--- src/sat_cfg.svh ---
`ifndef SAT_CFG_SVH
`define SAT_CFG_SVH

// Variable index width and count
`define MAX_VARS_BITS 3
`define MAX_VARS 8

// Clause memory size
`define MAX_CLAUSES_BITS 5
`define MAX_CLAUSES 32

`define LITS_PER_CLAUSE 3   // 3-CNF only

`endif

--- src/logic/sat_types_pkg.sv ---
`include "sat_cfg.svh"

package sat_types_pkg;

    typedef logic [`MAX_VARS_BITS-1:0]    var_idx_t;
    typedef logic [`MAX_CLAUSES_BITS-1:0] clause_idx_t;
    typedef logic [`MAX_CLAUSES_BITS:0]   clause_cnt_t;  // Holds 0 up to MAX_CLAUSES
    typedef logic [`MAX_VARS-1:0]         assign_vec_t;

    // True when the variable value differs from negate
    typedef struct packed {
        var_idx_t var_idx;
        logic     negate;
    } literal_t;

    typedef struct packed {
        literal_t [`LITS_PER_CLAUSE-1:0] lit;
    } clause_t;

    // Variable with its value, for implications and decisions
    typedef struct packed {
        var_idx_t var_idx;
        logic     value;
    } config_var;

    typedef struct packed {
        config_var cv;
        logic      forced;  // 0 for a decision
    } trail_entry_t;

endpackage

--- src/logic/sat_ctrl_pkg.sv ---
package sat_ctrl_pkg;

    typedef enum logic [3:0] {
        IDLE,
        FIND_NEXT,
        DECIDE,
        BCP_INIT,
        BCP_CORE,
        BCP_WAIT,
        BACKPROP,
        SAT,
        UNSAT
    } control_state_t;

    // Stage tags of the propagation pipeline
    typedef enum logic [1:0] {
        READY,
        EVAL,
        PUSH
    } bcp_state_t;

endpackage

--- src/logic/sat_control.sv ---
`timescale 1ns/1ps
`include "sat_cfg.svh"

module sat_control
    import sat_types_pkg::*;
    import sat_ctrl_pkg::*;
(
    input  logic         clock,
    input  logic         reset,
    input  logic         start,
    input  clause_cnt_t  num_clauses,
    input  logic         empty_imply,
    input  config_var    imply_head,
    input  logic         empty_trace,
    input  trail_entry_t trace_top,
    input  logic         bcp_busy,
    input  logic         conflict,
    input  logic         all_assigned,
    input  var_idx_t     dec_var,
    input  logic         vs_assigned_head,
    input  logic         vs_value_head,
    output logic         pop_imply,
    output logic         push_trace,
    output trail_entry_t trace_in,
    output logic         pop_trace,
    output logic         write_vs,
    output config_var    vs_in,
    output logic         unassign_in_vs,
    output logic         eval,
    output clause_idx_t  bcp_clause_idx,
    output logic         reset_bcp,
    output logic         sat,
    output logic         unsat
);

    control_state_t state;
    clause_idx_t    clause_idx;
    var_idx_t       sweep_cnt;
    logic           sweeping;
    trail_entry_t   pend_q;         // Assignment recorded in BCP_INIT
    logic           last_clause;

    assign last_clause = ({1'b0, clause_idx} + clause_cnt_t'(1)) >= num_clauses;

    always_ff @(posedge clock) begin
        if (reset) begin
            state      <= IDLE;
            sweeping   <= 1'b0;
            sweep_cnt  <= '0;
            clause_idx <= '0;
        end else begin
            case (state)
                IDLE: begin
                    if (sweeping) begin
                        sweep_cnt <= sweep_cnt + 1'b1;
                        if (sweep_cnt == var_idx_t'(`MAX_VARS - 1)) begin
                            sweeping <= 1'b0;
                            state    <= FIND_NEXT;
                        end
                    end else if (start) begin
                        sweeping  <= 1'b1;
                        sweep_cnt <= '0;
                    end
                end
                FIND_NEXT: begin
                    if (empty_imply) begin
                        state <= DECIDE;
                    end else if (!vs_assigned_head) begin
                        pend_q <= '{cv: imply_head, forced: 1'b1};
                        state  <= BCP_INIT;
                    end else if (vs_value_head != imply_head.value) begin
                        state <= BACKPROP;  // Implied against current value
                    end
                end
                DECIDE: begin
                    if (all_assigned) begin
                        state <= SAT;
                    end else begin
                        pend_q <= '{cv: '{var_idx: dec_var, value: 1'b0}, forced: 1'b0};
                        state  <= BCP_INIT;
                    end
                end
                BCP_INIT: begin
                    clause_idx <= '0;
                    state      <= BCP_CORE;
                end
                BCP_CORE: begin
                    if (conflict) begin
                        state <= BACKPROP;
                    end else begin
                        clause_idx <= clause_idx + 1'b1;
                        if (last_clause)
                            state <= BCP_WAIT;
                    end
                end
                BCP_WAIT: begin
                    if (conflict)
                        state <= BACKPROP;
                    else if (!bcp_busy)
                        state <= FIND_NEXT;
                end
                BACKPROP: begin
                    // Forced entries are only popped, a decision gets flipped
                    if (empty_trace) begin
                        state <= UNSAT;
                    end else if (!trace_top.forced) begin
                        pend_q <= '{cv: '{var_idx: trace_top.cv.var_idx,
                                          value: ~trace_top.cv.value},
                                    forced: 1'b1};
                        state  <= BCP_INIT;
                    end
                end
                SAT, UNSAT: begin
                    if (start) begin
                        state     <= IDLE;
                        sweeping  <= 1'b1;
                        sweep_cnt <= '0;
                    end
                end
                default: state <= IDLE;
            endcase
        end
    end

    always_comb begin
        pop_imply      = 1'b0;
        push_trace     = 1'b0;
        pop_trace      = 1'b0;
        write_vs       = 1'b0;
        unassign_in_vs = 1'b0;
        reset_bcp      = 1'b0;
        eval           = 1'b0;
        vs_in          = pend_q.cv;
        case (state)
            IDLE: begin
                if (sweeping) begin
                    // Unassign one variable per cycle and drain the trail
                    write_vs       = 1'b1;
                    unassign_in_vs = 1'b1;
                    vs_in          = '{var_idx: sweep_cnt, value: 1'b0};
                    pop_trace      = 1'b1;
                    reset_bcp      = 1'b1;
                end
            end
            FIND_NEXT: pop_imply = !empty_imply;
            BCP_INIT: begin
                push_trace = 1'b1;
                write_vs   = 1'b1;
                reset_bcp  = 1'b1;  // Also flushes stale implications
            end
            BCP_CORE: eval = !conflict && (clause_cnt_t'(clause_idx) < num_clauses);
            BACKPROP: begin
                if (!empty_trace) begin
                    pop_trace      = 1'b1;
                    write_vs       = 1'b1;
                    unassign_in_vs = 1'b1;
                    vs_in          = trace_top.cv;
                end
            end
            default: ;
        endcase
    end

    assign trace_in       = pend_q;
    assign bcp_clause_idx = clause_idx;
    assign sat            = state == SAT;
    assign unsat          = state == UNSAT;

endmodule

--- src/logic/trail_stack.sv ---
`timescale 1ns/1ps
`include "sat_cfg.svh"

module trail_stack
    import sat_types_pkg::*;
(
    input  logic         clock,
    input  logic         reset,
    input  logic         push_trace,
    input  logic         pop_trace,
    input  trail_entry_t trace_in,
    output trail_entry_t trace_top,
    output logic         empty_trace
);

    trail_entry_t             stack_mem [`MAX_VARS];
    logic [`MAX_VARS_BITS:0]  depth;
    var_idx_t                 top_idx;
    logic                     do_push;
    logic                     do_pop;

    assign do_push     = push_trace && (depth != `MAX_VARS);
    assign do_pop      = pop_trace && !empty_trace;
    assign empty_trace = depth == '0;
    assign top_idx     = var_idx_t'(depth - 1'b1);
    assign trace_top   = stack_mem[top_idx];

    always_ff @(posedge clock) begin
        if (reset)
            depth <= '0;
        else if (do_push)
            depth <= depth + 1'b1;
        else if (do_pop)
            depth <= depth - 1'b1;
    end

    always_ff @(posedge clock) begin
        if (do_push)
            stack_mem[var_idx_t'(depth)] <= trace_in;
    end

endmodule

--- src/logic/implication_queue.sv ---
`timescale 1ns/1ps
`include "sat_cfg.svh"

module implication_queue
    import sat_types_pkg::*;
(
    input  logic      clock,
    input  logic      reset,
    input  logic      flush,
    input  logic      push_imply,
    input  config_var imply_in,
    input  logic      pop_imply,
    output config_var imply_head,
    output logic      empty_imply
);

    config_var               fifo_mem [`MAX_VARS];
    var_idx_t                rd_ptr;
    var_idx_t                wr_ptr;
    logic [`MAX_VARS_BITS:0] count;
    logic                    do_push;
    logic                    do_pop;

    assign do_push     = push_imply && (count != `MAX_VARS);  // Dropped when full
    assign do_pop      = pop_imply && !empty_imply;
    assign empty_imply = count == '0;
    assign imply_head  = fifo_mem[rd_ptr];

    always_ff @(posedge clock) begin
        if (reset || flush) begin
            rd_ptr <= '0;
            wr_ptr <= '0;
            count  <= '0;
        end else begin
            if (do_push)
                wr_ptr <= wr_ptr + 1'b1;
            if (do_pop)
                rd_ptr <= rd_ptr + 1'b1;
            count <= count + do_push - do_pop;
        end
    end

    always_ff @(posedge clock) begin
        if (do_push)
            fifo_mem[wr_ptr] <= imply_in;
    end

endmodule

--- src/logic/var_state_table.sv ---
`timescale 1ns/1ps
`include "sat_cfg.svh"

module var_state_table
    import sat_types_pkg::*;
(
    input  logic                              clock,
    input  logic                              reset,
    input  logic                              write_vs,
    input  config_var                         vs_in,
    input  logic                              unassign_in_vs,
    input  var_idx_t [`LITS_PER_CLAUSE-1:0]   rd_var,
    output logic [`LITS_PER_CLAUSE-1:0]       rd_assigned,
    output logic [`LITS_PER_CLAUSE-1:0]       rd_value,
    output assign_vec_t                       assigned_vec,
    output assign_vec_t                       assignment
);

    always_ff @(posedge clock) begin
        if (reset) begin
            assigned_vec <= '0;
            assignment   <= '0;
        end else if (write_vs) begin
            assigned_vec[vs_in.var_idx] <= !unassign_in_vs;
            assignment[vs_in.var_idx]   <= !unassign_in_vs && vs_in.value;
        end
    end

    // One read port per literal of the clause under evaluation
    always_comb begin
        for (int i = 0; i < `LITS_PER_CLAUSE; i++) begin
            rd_assigned[i] = assigned_vec[rd_var[i]];
            rd_value[i]    = assignment[rd_var[i]];
        end
    end

endmodule

--- src/logic/bcp_core.sv ---
`timescale 1ns/1ps
`include "sat_cfg.svh"

module bcp_core
    import sat_types_pkg::*;
    import sat_ctrl_pkg::*;
(
    input  logic                              clock,
    input  logic                              reset,
    input  logic                              load_clause,
    input  clause_idx_t                       load_idx,
    input  clause_t                           load_data,
    input  logic                              eval,
    input  clause_idx_t                       bcp_clause_idx,
    input  logic                              reset_bcp,
    output var_idx_t [`LITS_PER_CLAUSE-1:0]   rd_var,
    input  logic [`LITS_PER_CLAUSE-1:0]       rd_assigned,
    input  logic [`LITS_PER_CLAUSE-1:0]       rd_value,
    output logic                              push_imply,
    output config_var                         imply_in,
    output logic                              conflict,
    output logic                              bcp_busy
);

    clause_t                       clause_mem [`MAX_CLAUSES];
    clause_t                       clause_q;        // Clause in the EVAL stage
    bcp_state_t                    eval_stage;
    bcp_state_t                    push_stage;
    config_var                     imply_q;
    assign_vec_t                   implied_mask;    // Variables already queued
    logic [`LITS_PER_CLAUSE-1:0]   lit_false;
    logic [`LITS_PER_CLAUSE-1:0]   lit_free;
    logic                          all_false;
    logic                          unit_found;
    config_var                     unit_lit;

    always_ff @(posedge clock) begin
        if (load_clause)
            clause_mem[load_idx] <= load_data;
        if (eval)
            clause_q <= clause_mem[bcp_clause_idx];
    end

    // Classify the registered clause against the current assignment
    always_comb begin
        unit_lit = '0;
        for (int i = 0; i < `LITS_PER_CLAUSE; i++) begin
            rd_var[i]    = clause_q.lit[i].var_idx;
            lit_free[i]  = !rd_assigned[i];
            lit_false[i] = rd_assigned[i] && (rd_value[i] == clause_q.lit[i].negate);
            if (lit_free[i]) begin
                unit_lit.var_idx = clause_q.lit[i].var_idx;
                unit_lit.value   = !clause_q.lit[i].negate;  // Value that makes it true
            end
        end
        all_false  = &lit_false;
        unit_found = ($countones(lit_free) == 1) && (&(lit_false | lit_free));
    end

    always_ff @(posedge clock) begin
        if (reset || reset_bcp) begin
            eval_stage   <= READY;
            push_stage   <= READY;
            conflict     <= 1'b0;
            implied_mask <= '0;
        end else begin
            eval_stage <= eval ? EVAL : READY;
            push_stage <= READY;
            if (eval_stage == EVAL) begin
                if (all_false) begin
                    conflict <= 1'b1;
                end else if (unit_found && !implied_mask[unit_lit.var_idx]) begin
                    push_stage                     <= PUSH;
                    imply_q                        <= unit_lit;
                    implied_mask[unit_lit.var_idx] <= 1'b1;
                end
            end
        end
    end

    assign push_imply = push_stage == PUSH;
    assign imply_in   = imply_q;
    assign bcp_busy   = (eval_stage == EVAL) || (push_stage == PUSH);

endmodule

--- src/logic/decider.sv ---
`timescale 1ns/1ps
`include "sat_cfg.svh"

module decider
    import sat_types_pkg::*;
(
    input  assign_vec_t assigned_vec,
    output logic        all_assigned,
    output var_idx_t    dec_var
);

    // Lowest unassigned index wins, scan runs from the top down
    always_comb begin
        dec_var = '0;
        for (int i = `MAX_VARS - 1; i >= 0; i--) begin
            if (!assigned_vec[i])
                dec_var = var_idx_t'(i);
        end
    end

    assign all_assigned = &assigned_vec;

endmodule

--- src/logic/sat_solver_top.sv ---
`timescale 1ns/1ps
`include "sat_cfg.svh"

module sat_solver_top
    import sat_types_pkg::*;
(
    input  logic        clock,
    input  logic        reset,
    input  logic        load_clause,
    input  clause_idx_t load_idx,
    input  clause_t     load_data,
    input  clause_cnt_t num_clauses,
    input  logic        start,
    output logic        sat,
    output logic        unsat,
    output assign_vec_t assignment
);

    // Queue
    logic         pop_imply;
    logic         push_imply;
    logic         empty_imply;
    config_var    imply_in;
    config_var    imply_head;
    // Trail
    logic         push_trace;
    logic         pop_trace;
    logic         empty_trace;
    trail_entry_t trace_in;
    trail_entry_t trace_top;
    // Variable state
    logic         write_vs;
    logic         unassign_in_vs;
    config_var    vs_in;
    assign_vec_t  assigned_vec;
    var_idx_t [`LITS_PER_CLAUSE-1:0] rd_var;
    logic [`LITS_PER_CLAUSE-1:0]     rd_assigned;
    logic [`LITS_PER_CLAUSE-1:0]     rd_value;
    // Propagation and decision
    logic         eval;
    logic         reset_bcp;
    logic         conflict;
    logic         bcp_busy;
    clause_idx_t  bcp_clause_idx;
    logic         all_assigned;
    var_idx_t     dec_var;

    sat_control control_i (
        .vs_assigned_head (assigned_vec[imply_head.var_idx]),
        .vs_value_head    (assignment[imply_head.var_idx]),
        .*
    );

    implication_queue imply_q_i (
        .flush (reset_bcp),
        .*
    );

    trail_stack trail_i (.*);

    var_state_table vs_table_i (.*);

    bcp_core bcp_i (.*);

    decider decider_i (.*);

endmodule

--- config.mk ---
export PLATFORM = sky130hd
export DESIGN_NAME = sat_solver_top
export DESIGN_NICKNAME = d
export VERILOG_FILES = /design/src/logic/sat_types_pkg.sv /design/src/logic/sat_ctrl_pkg.sv /design/src/logic/sat_control.sv /design/src/logic/trail_stack.sv /design/src/logic/implication_queue.sv /design/src/logic/var_state_table.sv /design/src/logic/bcp_core.sv /design/src/logic/decider.sv /design/src/logic/sat_solver_top.sv
export VERILOG_INCLUDE_DIRS = /design/src
export SDC_FILE = /design/constraint.sdc
export NUM_CORES = 1
export LEC_CHECK = 0
export BUFFER_PORTS_ARGS = -buffer_cell sky130_fd_sc_hd__buf_2
export CAP_MARGIN = 20
export CORE_ASPECT_RATIO = 0.7
export CORE_UTILIZATION = 25
export CTS_CLUSTER_SIZE = 28
export DETAILED_ROUTE_END_ITERATION = 12
export PLACE_DENSITY_LB_ADDON = 0.25
export SETUP_SLACK_MARGIN = 0.05
export SLEW_MARGIN = 10
export SYNTH_ARGS = -nofsm -noshare
export SYNTH_HDL_FRONTEND = slang
export SYNTH_SLANG_ARGS = --single-unit
export TNS_END_PERCENT = 1
--- constraint.sdc ---
create_clock -name clock -period 8.7 [get_ports clock]
set_input_delay 1.74 -clock clock [delete_from_list [all_inputs] [get_ports clock]]
set_output_delay 1.74 -clock clock [all_outputs]
set_load 0.03 [all_outputs]
# Yosys cells after proc, flatten, opt, wreduce, memory -nomap -nowiden
# Memories as Yosys holds them, arrays and structs flattened. A register that Yosys moved wholly into a read port is not among the register bits.
# Cells that the tools add are included.
# totals
inputBits,27
ff_bits,65
mem_bits_rw,456
memories,3
# mem_list
name,words,width,rd,rd_ports_with_merged_regs,write_ports,line,text
bcp_i.clause_mem,32,12,1,1,1,bcp_core.sv:25,clause_t clause_mem [`MAX_CLAUSES];
trail_i.stack_mem,8,5,1,0,1,trail_stack.sv:16,trail_entry_t stack_mem [`MAX_VARS];
imply_q_i.fifo_mem,8,4,1,1,1,implication_queue.sv:17,config_var fifo_mem [`MAX_VARS];
# op_classes
n_addsub,11
magnitude_cmp,10
reduce_logical,45
n_bitwise,7
n_eq_ne,31
n_mux,88
# op_table
op,n
4-bit two-way mux,19
3-bit two-way mux,13
32-bit by 1-bit adder with 32-bit output,1
"32-bit by 2-bit == test with 1-bit output, second input constant",1
4-bit one-hot mux with 8 select lines,1
5-bit two-way mux,6
1-bit binary-select mux with 3-bit select,9
1-bit two-way mux,27
"3-bit by 4-bit < comparator with 1-bit output, second input constant",6
8-bit bitwise mux,2
"4-bit by 3-bit == test with 1-bit output, second input constant",4
5-bit one-hot mux with 3 select lines,1
"2-bit inequality test, second input constant",7
7-bit AND reduction,2
1-bit logical AND,13
4-bit zero test,3
1-bit zero test,11
5-bit one-hot mux with 2 select lines,1
"3-bit by 1-bit adder with 3-bit output, second input constant",3
3-bit AND reduction,3
"4-bit by 2-bit == test with 1-bit output, second input constant",2
"4-bit inequality test, second input constant",2
8-bit bitwise OR,1
4-bit one-hot mux with 2 select lines,1
36 further kinds,53

# Logic depth before layout (Yosys ltp)
# logic_depth
depth_word,10
depth_mapped,13

# Cells and area by module
# A second synthesis with hierarchy kept.
# unflattened
cells_unflattened,1240
hier_area_um2,22592.9
# modules_own_cells
module,cells_each,area_per_inst_um2,instances
bcp_core,724,15975.3,1
implication_queue,125,1940.6,1
trail_stack,106,1910.6,1
sat_control,187,1547.7,1
var_state_table,79,1016.0,1
sat_solver_top,6,127.6,1
decider,13,75.1,1

# Worst setup path after synthesis
# OpenSTA, ideal clock, no wires.
# synth_path
kind,input to register
from,input reset
to,register bcp_i.imply_q (netlist bit bcp_i.imply_in[0]) (enable)
cell_stages,7
slack_ns,4.945
n_path_buf,1
arrival_time_ns,3.382
path_cell_list,buf_1 -> or3_1 -> nor4_1 -> nand3_1 -> or3_1 -> a211o_1 -> o31ai_1
# synth_via
elab_chain_cells,3
# synth_rtl
element,line,text
"start, declared",sat_solver_top.sv:8,"input logic reset,"
1-bit logical OR,bcp_core.sv:61,if (reset || reset_bcp) begin
1-bit NOT (no line),-,
4-bit AND reduction (no line),-,
"end signal, assigned",bcp_core.sv:74,imply_q <= unit_lit;
"end, declared",bcp_core.sv:29,config_var imply_q;
# No other way between the ends.
# A chain may end at the register's enable or synchronous reset.

# Final worst setup path
# layout_path
from,register control_i.state[2]
to,output sat
# layout_via
elab_chain_cells,1
# layout_rtl
element,line,text
"start, declared",sat_control.sv:36,control_state_t state;
"start signal, assigned",sat_control.sv:47,state <= IDLE;
"start signal, assigned",sat_control.sv:58,state <= FIND_NEXT;
"start signal, assigned",sat_control.sv:67,state <= DECIDE;
4-bit by 3-bit == test with 1-bit output,sat_control.sv:166,assign sat = state == SAT;
"end, declared",sat_solver_top.sv:14,"output logic sat,"
# No other way between the ends.

==> metrics.csv <==
stage,metric,value,unit
status,status,finished clean,
die,Starting Density,0.253,
pwr,Total Power,6.20,mW
clock_tree,CTS tree,done,
synthesis,dominant cell type by area after synthesis,edfxtp_1,
synthesis,post-synth cell types,74,
sta,Setup-failing EPs final,0,
die,die width,359,microns
worst_setup_path,Worst path max stage delay,0.74,ns
finish,Synth-to-Final Area Change,15.5,%
grt,global-route wire length before repair,81.7,mm
pwr,Clock power frac,0.361,
sta,worst slew pin tran,1.05,ns
synthesis,post-synthesis register bit count,534,
synthesis,"EDFF count, synth",477,
synthesis,top cell type's share of synthesized area,0.643,
sta,final setup skew,0.0812,ns
drt,DR iter-0 viols,1120,
sta,Max Slew Vio Count,0,
clock_tree,CTS root buf,clkbuf_16,
finish,share of layout cells above drive strength 1,0.250,
clock_tree,postcts setup bufs,0,
clock_tree,htree depth,2,
placement,dpl hpwl,35.9,mm
sta,final setup margin,4.37,ns
drt,Remaining DRCs,0,
drt,drt total wl,56.0,mm
synthesis,Syn Std Cell Area,0.0223,sq mm
die,# IOs,37,
clock_tree,Longest Clk Path Bufs,3,
clock_tree,PostCTS Resize Cnt,0,
placement,Port Buffers,36,
grt,vias in the first global route,11500,
worst_setup_path,Critical Path Source Type,register,
worst_setup_path,Top delay family on crit path,flip-flops,
job,max-cap check violation count,0,
pwr,VDD IR max,174,uV
pwr,Cell Pwr Density,241,mW/mm^2
clock_tree,# hold bufs at CTS,0,
die,die area,0.0903,sq mm
synthesis,Async SR Flop Fraction,0,
synthesis,Ys Warns,0,
finish,most frequent cells in the layout,"edfxtp_1 (477), mux4_2 (143), nor2_1 (103)",
sta,Final min period,4.33,ns
worst_setup_path,worst path bufs/invs,2,
min_path,Hold Path Class,register to register,
die,Core Region,0.0881,sq mm
drt,First-pass DRT Iterations,7,
die,die height,252,microns
grt,initial antenna violation count,4,
pwr,Flop pwr share,0.483,
grt,largest net degree at the start of global routing,58,
synthesis,sequential area share after synthesis,0.694,
worst_setup_path,crit path max fanout,19,
drt,Antenna Nets Post-Route,0,
worst_setup_path,"Worst Path Class, Setup",register to primary output,
synthesis,mean area per synthesized cell,17.9,sq um
clock_tree,clock sink count,534,
placement,RePlAce Congestion,0.793,
pwr,P_leak,8.03,nW
synthesis,Gate Count Post-Synth,1248,
clock_tree,worst skew pair latency,0.64,ns
synthesis,dominant synthesized flop cell,edfxtp_1,
grt,total grt overflow,0,
worst_setup_path,CP endpoint kind,primary output,
sta,Tcrit/Tclk final,0.498,
finish,nets@finish,1380,
drt,Vias/cell,4.71,
clock_tree,total CTS buffers,54,
drt,total number of vias,11900,
synthesis,Area contributors post-synth,"edfxtp_1 (64%), mux4_2 (14%), dfxtp_1 (5.1%)",
worst_setup_path,ordered cell list for the critical path,"inv_1, nor4_1, buf_2",
die,row count,91,
sta,final hold viol count,0,
pwr,Switching Power,1.69,mW
grt,Total Routing Usage GR,0.123,
sta,TNS Setup,0,ns
sta,Max-slew headroom,0.300,
worst_setup_path,Slowest cell on crit path,dfxtp_1,
worst_setup_path,Worst Path Arrival,2.59,ns
worst_setup_path,Critical Path RT,6.96,ns
finish,"commonest non-fill, non-tap cell in the layout",edfxtp_1,
drt,WL per Instance,22.1,microns
clock_tree,clk slew on worst S/H paths,0.07,ns
placement,dpl ws,4.15,ns
sta,RSZ-0062 raised after global routing,no,
sta,maximum clock rate,231,MHz
pwr,Gate power share,0.156,
synthesis,syn_nets,1304,
pwr,Int Power,4.50,mW
pwr,Sw Ratio,0.273,
==> cells in the mapped netlist (6+ instances only) <==
cell type / number
a21oi_1: 26
nor2_1: 103
and3_1: 6
nor4_1: 8
mux2_2: 19
ha_1: 27
nand3b_1: 7
nand2_1: 63
clkbuf_1: 39
nor2b_1: 11
inv_1: 27
o31ai_1: 11
a22oi_1: 7
mux2i_1: 37
nand2b_1: 9
or3_1: 7
edfxtp_1: 477
mux4_2: 143
xor2_1: 6
nor3_1: 14
nand3_1: 18
xnor2_1: 8
buf_1: 12
dfxtp_1: 57
a31oi_1: 7
o21ai_0: 9
nand4_1: 6
==> power by group through the flow <==
stage	registers [mW]	logic, mW	clock network [mW]
after detailed placement	3.05	0.971	0
after CTS	3.00	0.976	2.30
final	3.00	0.966	2.24
after floorplan	2.96	0.727	0
after global placement	3.05	0.961	0
after global routing	3.01	1.05	2.40
==> per-layer routing <==
layer / vias up / global-route usage / routed length, microns / part of all wire
met5: - / 0 / 13 / 0.00023
met4: 2 / 0.0262 / 851 / 0.015
met3: 69 / 0.0244 / 4170 / 0.075
met2: 383 / 0.169 / 22900 / 0.41
met1: 6278 / 0.197 / 28000 / 0.50
li1: 5189 / - / - / -
==> registers in the layout, indices dropped and copies added, names as in the netlist, named ones only <==
register / count
control_i.sweep_cnt: 3
bcp_i.clause_mem: 384
imply_q_i.count: 4
bcp_i.conflict: 1
vs_table_i.assignment: 8
imply_q_i.fifo_mem: 32
bcp_i.eval_stage: 1
bcp_i.implied_mask: 8
bcp_i.clause_q: 3
trail_i.depth: 4
control_i.sweeping: 1
control_i.state: 4
bcp_i.push_stage: 1
vs_table_i.assigned_vec: 8
bcp_i.imply_in: 4
control_i.trace_in: 5
imply_q_i.wr_ptr: 3
control_i.bcp_clause_idx: 5
bcp_i.rd_var: 9
imply_q_i.rd_ptr: 3
trail_i.stack_mem: 40
==> per-stage QoR <==
step | hold slack [ns] | util | std cells | cell area, sq um
floorplan | 0.435 | - | 1248 | 22300
global placement | 0.452 | 0.272 | 2425 | 24000
detailed placement | 0.464 | 0.272 | 2428 | 24000
CTS | 0.476 | 0.292 | 2528 | 25700
global route | 0.494 | 0.292 | 2530 | 25700
finish | 0.475 | 0.292 | 2531 | 25700
==> worst reg2reg max path, delay by kind of cell (launching register included) <==
kind / cells / cell delay, ns
DFF: 1 / 0.53
buffers and inverters: 1 / 0.14
and+or+nand+nor: 5 / 1.15
adders and majority gates: 3 / 0.71
AOI/OAI and AO/OA: 2 / 0.93
==> path summary, 6_finish.rpt <==
path	start	end	slack [ns]	depth (start not counted)
max	control_i.state[2]$_SDFFE_PP0P_	sat	4.37	3
min	bcp_i.implied_mask[1]$_SDFFE_PP0P_	bcp_i.implied_mask[1]$_SDFFE_PP0P_	0.48	1
max reg2reg	vs_table_i.assigned_vec[6]$_SDFFE_PP0P_	bcp_i.imply_in[1]$_DFFE_PP_	4.80	11
min reg2reg	bcp_i.implied_mask[1]$_SDFFE_PP0P_	bcp_i.implied_mask[1]$_SDFFE_PP0P_	0.48	1
==> cell type report <==
| cell class | count | area [sq um] |
|---|---|---|
| Clock inverter | 36 | 308 |
| Timing Repair Buffer | 79 | 526 |
| Clock buffer | 64 | 1390 |
| Sequential cell | 534 | 15500 |
| Antenna cell | 1 | 2.50 |
| Fill cell | 8696 | 62400 |
| Inverter | 30 | 113 |
| Tap cell | 1162 | 1450 |
| Multi-Input combinational cell | 625 | 6460 |
==> cells by family (layout without fill, tap and decap cells) <==
kind of cell             Yosys count  in the layout  synth area share
multiplexers                     202            202             0.174
XOR/XNOR                          14             14           0.00550
flip-flops                       534            534             0.694
AO/OA/AOI/OAI                    110            110            0.0357
AND/OR/NAND/NOR                  270            270            0.0577
adder cells (fa/ha/maj)           29             29            0.0170
buffers and inverters             89            209            0.0158
other                              0              1                 0
Note: power is estimated with default switching activity, not from simulation.
